[config.mk]
export PLATFORM = sky130hd
export DESIGN_NAME = dccm_bank_steer
export DESIGN_NICKNAME = d
export VERILOG_FILES = /design/src/source/dccm_pkg.sv /design/src/source/dccm_bank_steer.sv
export SDC_FILE = /design/constraint.sdc
export NUM_CORES = 1
export LEC_CHECK = 0
export BUFFER_PORTS_ARGS = -buffer_cell sky130_fd_sc_hd__buf_4
export CORE_AREA = 2 2 118 120
export DETAILED_ROUTE_END_ITERATION = 8
export DIE_AREA = 0 0 120 122
export GPL_ROUTABILITY_DRIVEN = 0
export PLACE_DENSITY = 0.66
export SYNTH_ARGS = -nofsm -noshare
export SYNTH_HDL_FRONTEND = slang
export SYNTH_SLANG_ARGS = --single-unit
[constraint.sdc]
create_clock -name vclk -period 1.1
set_input_delay 0.11 -clock vclk [all_inputs]
set_output_delay 0.11 -clock vclk [all_outputs]
set_load 0.005 [all_outputs]
[src/source/dccm_pkg.sv]
// Banked data memory package with default geometry and the bank index type
package dccm_pkg;

   // Stored word width, data plus room for check bits
   localparam int DCCM_DATA_WIDTH = 39;

   // Number of single-port banks, power of two
   localparam int DCCM_NUM_BANKS = 4;

   // Byte address width of the whole memory
   localparam int DCCM_ADDR_BITS = 10;

   // Byte offset inside a 4-byte word, fixed
   localparam int DCCM_OFFSET_BITS = 2;

   // Default derived geometry
   localparam int DCCM_BANK_BITS = $clog2(DCCM_NUM_BANKS);
   localparam int DCCM_INDEX_BITS = DCCM_ADDR_BITS - DCCM_OFFSET_BITS - DCCM_BANK_BITS;

   // 64 words per bank with the defaults
   localparam int DCCM_BANK_DEPTH = 1 << DCCM_INDEX_BITS;

   // Word index inside one bank
   typedef logic [DCCM_INDEX_BITS-1:0] dccm_index_t;

endpackage

[src/source/dccm_bank_steer.sv]
// Bank steering for lo/hi accesses: bank enables, per-bank index and write data
`timescale 1ns/10ps

module dccm_bank_steer
   import dccm_pkg::*;
#(
   parameter int DATA_WIDTH = DCCM_DATA_WIDTH,
   parameter int NUM_BANKS = DCCM_NUM_BANKS,
   parameter int ADDR_BITS = DCCM_ADDR_BITS,
   localparam int BANK_BITS = $clog2(NUM_BANKS),
   localparam int INDEX_BITS = ADDR_BITS - DCCM_OFFSET_BITS - BANK_BITS
) (
   input  logic                                  wren,
   input  logic                                  rden,
   input  logic [ADDR_BITS-1:0]                  wr_addr_lo,
   input  logic [ADDR_BITS-1:0]                  wr_addr_hi,
   input  logic [ADDR_BITS-1:0]                  rd_addr_lo,
   input  logic [ADDR_BITS-1:0]                  rd_addr_hi,
   input  logic [DATA_WIDTH-1:0]                 wr_data_lo,
   input  logic [DATA_WIDTH-1:0]                 wr_data_hi,
   output logic [NUM_BANKS-1:0]                  bank_en,
   output logic [NUM_BANKS-1:0]                  bank_we,
   output logic [NUM_BANKS-1:0][INDEX_BITS-1:0]  bank_index,
   output logic [NUM_BANKS-1:0][DATA_WIDTH-1:0]  bank_wdata
);

   // Bit position of the index field
   localparam int INDEX_LSB = DCCM_OFFSET_BITS + BANK_BITS;

   logic [BANK_BITS-1:0]  wr_bank_lo;
   logic [BANK_BITS-1:0]  wr_bank_hi;
   logic [BANK_BITS-1:0]  rd_bank_lo;
   logic [BANK_BITS-1:0]  rd_bank_hi;
   logic [INDEX_BITS-1:0] wr_index_lo;
   logic [INDEX_BITS-1:0] wr_index_hi;
   logic [INDEX_BITS-1:0] rd_index_lo;
   logic [INDEX_BITS-1:0] rd_index_hi;
   logic                  wr_unaligned;
   logic                  rd_unaligned;

   logic [NUM_BANKS-1:0]  wr_hit;
   logic [NUM_BANKS-1:0]  rd_hit;
   logic [NUM_BANKS-1:0]  wr_take_hi;
   logic [NUM_BANKS-1:0]  rd_take_hi;

   // Bank field sits right above the byte offset, index above that
   assign wr_bank_lo = wr_addr_lo[DCCM_OFFSET_BITS +: BANK_BITS];
   assign wr_bank_hi = wr_addr_hi[DCCM_OFFSET_BITS +: BANK_BITS];
   assign rd_bank_lo = rd_addr_lo[DCCM_OFFSET_BITS +: BANK_BITS];
   assign rd_bank_hi = rd_addr_hi[DCCM_OFFSET_BITS +: BANK_BITS];

   assign wr_index_lo = wr_addr_lo[INDEX_LSB +: INDEX_BITS];
   assign wr_index_hi = wr_addr_hi[INDEX_LSB +: INDEX_BITS];
   assign rd_index_lo = rd_addr_lo[INDEX_LSB +: INDEX_BITS];
   assign rd_index_hi = rd_addr_hi[INDEX_LSB +: INDEX_BITS];

   // Lo and hi halves in different banks means a misaligned word
   assign wr_unaligned = (wr_bank_lo != wr_bank_hi);
   assign rd_unaligned = (rd_bank_lo != rd_bank_hi);

   for (genvar i = 0; i < NUM_BANKS; i++) begin : g_bank

      // Bank touched by either half of the access
      assign wr_hit[i] = wren & ((wr_bank_lo == BANK_BITS'(i)) |
                                 (wr_bank_hi == BANK_BITS'(i)));
      assign rd_hit[i] = rden & ((rd_bank_lo == BANK_BITS'(i)) |
                                 (rd_bank_hi == BANK_BITS'(i)));

      // Hi half only when it really lands in another bank
      assign wr_take_hi[i] = wr_unaligned & (wr_bank_hi == BANK_BITS'(i));
      assign rd_take_hi[i] = rd_unaligned & (rd_bank_hi == BANK_BITS'(i));

      assign bank_en[i] = wr_hit[i] | rd_hit[i];
      assign bank_we[i] = wr_hit[i];

      // Write owns the bank when both want it
      always_comb begin
         if (wr_hit[i]) begin
            bank_index[i] = wr_take_hi[i] ? wr_index_hi : wr_index_lo;
         end else begin
            bank_index[i] = rd_take_hi[i] ? rd_index_hi : rd_index_lo;
         end
      end

      assign bank_wdata[i] = wr_take_hi[i] ? wr_data_hi : wr_data_lo;

   end : g_bank

endmodule

==> impl_results.md <==
- Status: complete, but fails checks
- Violated checks: setup timing
- Share of post-route cells with drive strength above 1: 0.872
- Portion of synthesized cell area occupied by the leading cell type: 0.580
- Final clock period utilization by the worst path: 1.24
- Pwr Density: 489 nW/um^2
- Final hold violation count: 0
- Number of nets in the finished design: ~750
- Detailed placement HPWL: approximately 11000 um
- Combinational cell fraction of total power: 1.000
- Area added between synthesis and finish: 135%
- Count of pins over their slew limit: 0
- Initial antenna violation count: 0
- Switching part of the total: 0.377
- Internal power: roughly 2.0 mW
- Final sequential cell count: 0
- Cell Count Post-Placement: between 700 and 800
- Post-synth top area cell: sky130_fd_sc_hd__mux2_2
- Setup crit end kind: primary output
- Gate count of the mapped netlist: roughly 300
- Worst slew margin: 0.725
- Final cell count without fillers: between 800 and 900
- Number of iterations in the first detailed-routing pass: 4
- Vertical die dimension: roughly 120 um
- Ant diodes: 0
- Standard cell core area: between 10000 and 15000 sq um
- Routed WL per cell: just under 20 um
- Classification of the worst-slack hold path: in2out
- Worst slack, placed: -0.368 ns
- Remaining global-route overflow: 0
- Reg area: 0 sq um
- Mapped Area: roughly 2900 sq um
- RSZ-0062 raised after global routing: yes
- Final setup margin: -0.269 ns
- Total of max-cap violations: 0
- Maximum vdd drop: around 240 uV
- Total number of placement rows: between 40 and 50
- Largest cells by area after synthesis: sky130_fd_sc_hd__mux2_2, sky130_fd_sc_hd__mux2i_1, sky130_fd_sc_hd__o22ai_1
- Via total after detailed routing: a little under 4000
- Number of antenna-violating nets in the routed design: 0
- Lkg Pwr: about 3.6 nW
- Final setup fails: approximately 190
- WP data required: 0.99 ns
- Width of the chip: 120 um
- Number of synthesis warnings: 0
- WL final: 15600 um
- Worst-path fanout max: 10
- Final-layout fill cell count: 1215
- Signal arrival time at the worst endpoint: between 1 and 1.5 ns
- Proportion of power drawn by the clock network: 0
- Utilization of the core after routing: 0.498
- Worst Path Class, Setup: in2out
- Number of primary I/O pins: between 300 and 400
- Final worst path period need: 1.37 ns
- DRC marker count from the first detailed-route iteration: about 120
- Syn_area_per_cell: 9.72 sq um
- Maximum number of pins on one net before global-route repair: 21
- CTS hold repair buffers: 0
- Number of clock-tree buffers in the layout: 0
- Sequential power share: 0
- Total of buffers placed on input and output ports: 300
- Global-route wire length before repair: ~21000 um
- NetSw: between 1 and 1.5 mW
- Number of unique standard cell types used by synthesis: 22
- Die outline area: about 15000 sq um
- Initial Util: 0.212
- Via count of the first global-routing pass: a little under 4000
- Vias per cell: between 4 and 5
- Startpoint class of the critical path: primary input
- Sequential area share after synthesis: 0
- Total routing resource utilization after global routing: 0.171
- Post-synth net total: ~410
- Highest clock frequency the design can meet: roughly 730 MHz
- Final routed DRC violation total: 0
- Worst Max-Slew Pin Slew: 0.411 ns
power by group through the flow:
stage	registers [mW]	logic, mW	clock network, mW
floorplan	0	1.12	0
global placement	0	2.67	0
detailed placement	0	2.71	0
CTS	0	2.95	0
global route	0	3.46	0
finish	0	3.28	0
routing by layer:
layer | vias to the layer above | share of wire | global-route usage
met1 | 1853 | 0.40 | 0.213
met3 | 24 | 0.052 | 0.0192
met2 | 170 | 0.54 | 0.327
met5 | - | 0 | 0
li1 | 1796 | - | -
met4 | 0 | 0.012 | 0.0140
critical path: stages:
cell                        delay, ns
sky130_fd_sc_hd__buf_8           0.09
sky130_fd_sc_hd__and2b_2         0.26
sky130_fd_sc_hd__nand2_8         0.13
sky130_fd_sc_hd__clkbuf_16       0.19
sky130_fd_sc_hd__mux2_2          0.34
sky130_fd_sc_hd__buf_4           0.14
kinds of logic (layout without fill, tap and decap cells):
group / Yosys count / in the layout / synth area share
buffers and inverters: 27 / 359 / 0.0762
AOI/OAI and AO/OA: 31 / 31 / 0.0753
and+or+nand+nor: 32 / 33 / 0.0639
muxes: 204 / 204 / 0.784
synthesized netlist by cell type:
library cell,count
sky130_fd_sc_hd__buf_2,3
sky130_fd_sc_hd__and2b_1,2
sky130_fd_sc_hd__nand2_4,3
sky130_fd_sc_hd__buf_4,6
sky130_fd_sc_hd__mux2_4,1
sky130_fd_sc_hd__nor2b_1,4
sky130_fd_sc_hd__nand2_2,1
sky130_fd_sc_hd__nand2b_1,4
sky130_fd_sc_hd__buf_6,12
sky130_fd_sc_hd__nor2_1,4
sky130_fd_sc_hd__mux2_2,147
sky130_fd_sc_hd__mux2i_1,48
sky130_fd_sc_hd__o21ai_4,2
sky130_fd_sc_hd__o21ai_0,3
sky130_fd_sc_hd__o21ai_2,2
sky130_fd_sc_hd__inv_1,6
sky130_fd_sc_hd__or2_1,1
sky130_fd_sc_hd__nand2_1,11
sky130_fd_sc_hd__nand3_1,1
sky130_fd_sc_hd__o22ai_1,24
sky130_fd_sc_hd__nand3_2,1
sky130_fd_sc_hd__mux2_1,8
placed cells by master, fill, tap and decap left out:
cell,netlist,routed
sky130_fd_sc_hd__and2b_2,0,2
sky130_fd_sc_hd__buf_12,0,10
sky130_fd_sc_hd__buf_4,6,228
sky130_fd_sc_hd__buf_6,12,103
sky130_fd_sc_hd__buf_8,0,7
sky130_fd_sc_hd__clkbuf_16,0,5
sky130_fd_sc_hd__inv_1,6,4
sky130_fd_sc_hd__inv_2,0,2
sky130_fd_sc_hd__mux2_2,147,74
sky130_fd_sc_hd__mux2_4,1,82
sky130_fd_sc_hd__mux2i_1,48,45
sky130_fd_sc_hd__mux2i_2,0,3
sky130_fd_sc_hd__nand2_1,11,8
sky130_fd_sc_hd__nand2_2,1,2
sky130_fd_sc_hd__nand2_4,3,3
sky130_fd_sc_hd__nand2_8,0,3
sky130_fd_sc_hd__nand2b_1,4,2
sky130_fd_sc_hd__nand2b_4,0,2
sky130_fd_sc_hd__nand3_1,1,1
sky130_fd_sc_hd__nand3_4,0,1
sky130_fd_sc_hd__nor2_1,4,3
sky130_fd_sc_hd__nor2_4,0,1
sky130_fd_sc_hd__nor2b_1,4,4
sky130_fd_sc_hd__o21ai_0,3,3
sky130_fd_sc_hd__o21ai_2,2,1
sky130_fd_sc_hd__o21ai_4,2,3
sky130_fd_sc_hd__o22ai_1,24,10
sky130_fd_sc_hd__o22ai_2,0,10
sky130_fd_sc_hd__o22ai_4,0,4
sky130_fd_sc_hd__or2_4,0,1
what timing repair did:
| item | in CTS | in global routing |
|---|---|---|
| pin swaps | 2 | 11 |
| setup endpoints to repair | 186 | 186 |
| buffers inserted | 9 | 3 |
| resized for setup | 85 | 127 |
| gates cloned | 3 | 5 |
path summary, 6_finish.rpt:
kind                      start             end  slack (ns)  cells after the start
hold / removal             rden      bank_en[3]        0.52                      4
setup / recovery  wr_addr_hi[3]  bank_wdata[47]       -0.27                      6
area by class of cell:
class	count	area, sq um	share of cell area
Multi-Input combinational cell	268	3170	0.472
Timing Repair Buffer	353	3300	0.491
Tap cell	180	225	0.0335
Inverter	6	22.5	0.00335
through the flow:
stage          TNS (ns)  hold WS [ns]  instance area, sq um  power, mW
2_1_floorplan    -0.890         0.309                  3010       1.12
3_3_place_gp     -44.68         0.514                  5700       2.67
3_5_place_dp     -47.42         0.511                  5700       2.71
4_1_cts          -40.38         0.513                  6140       2.95
5_1_grt          -45.36         0.532                  6720       3.46
6_report         -37.92         0.516                  6720       3.28
No activity file was read; power rests on OpenSTA's default activity.
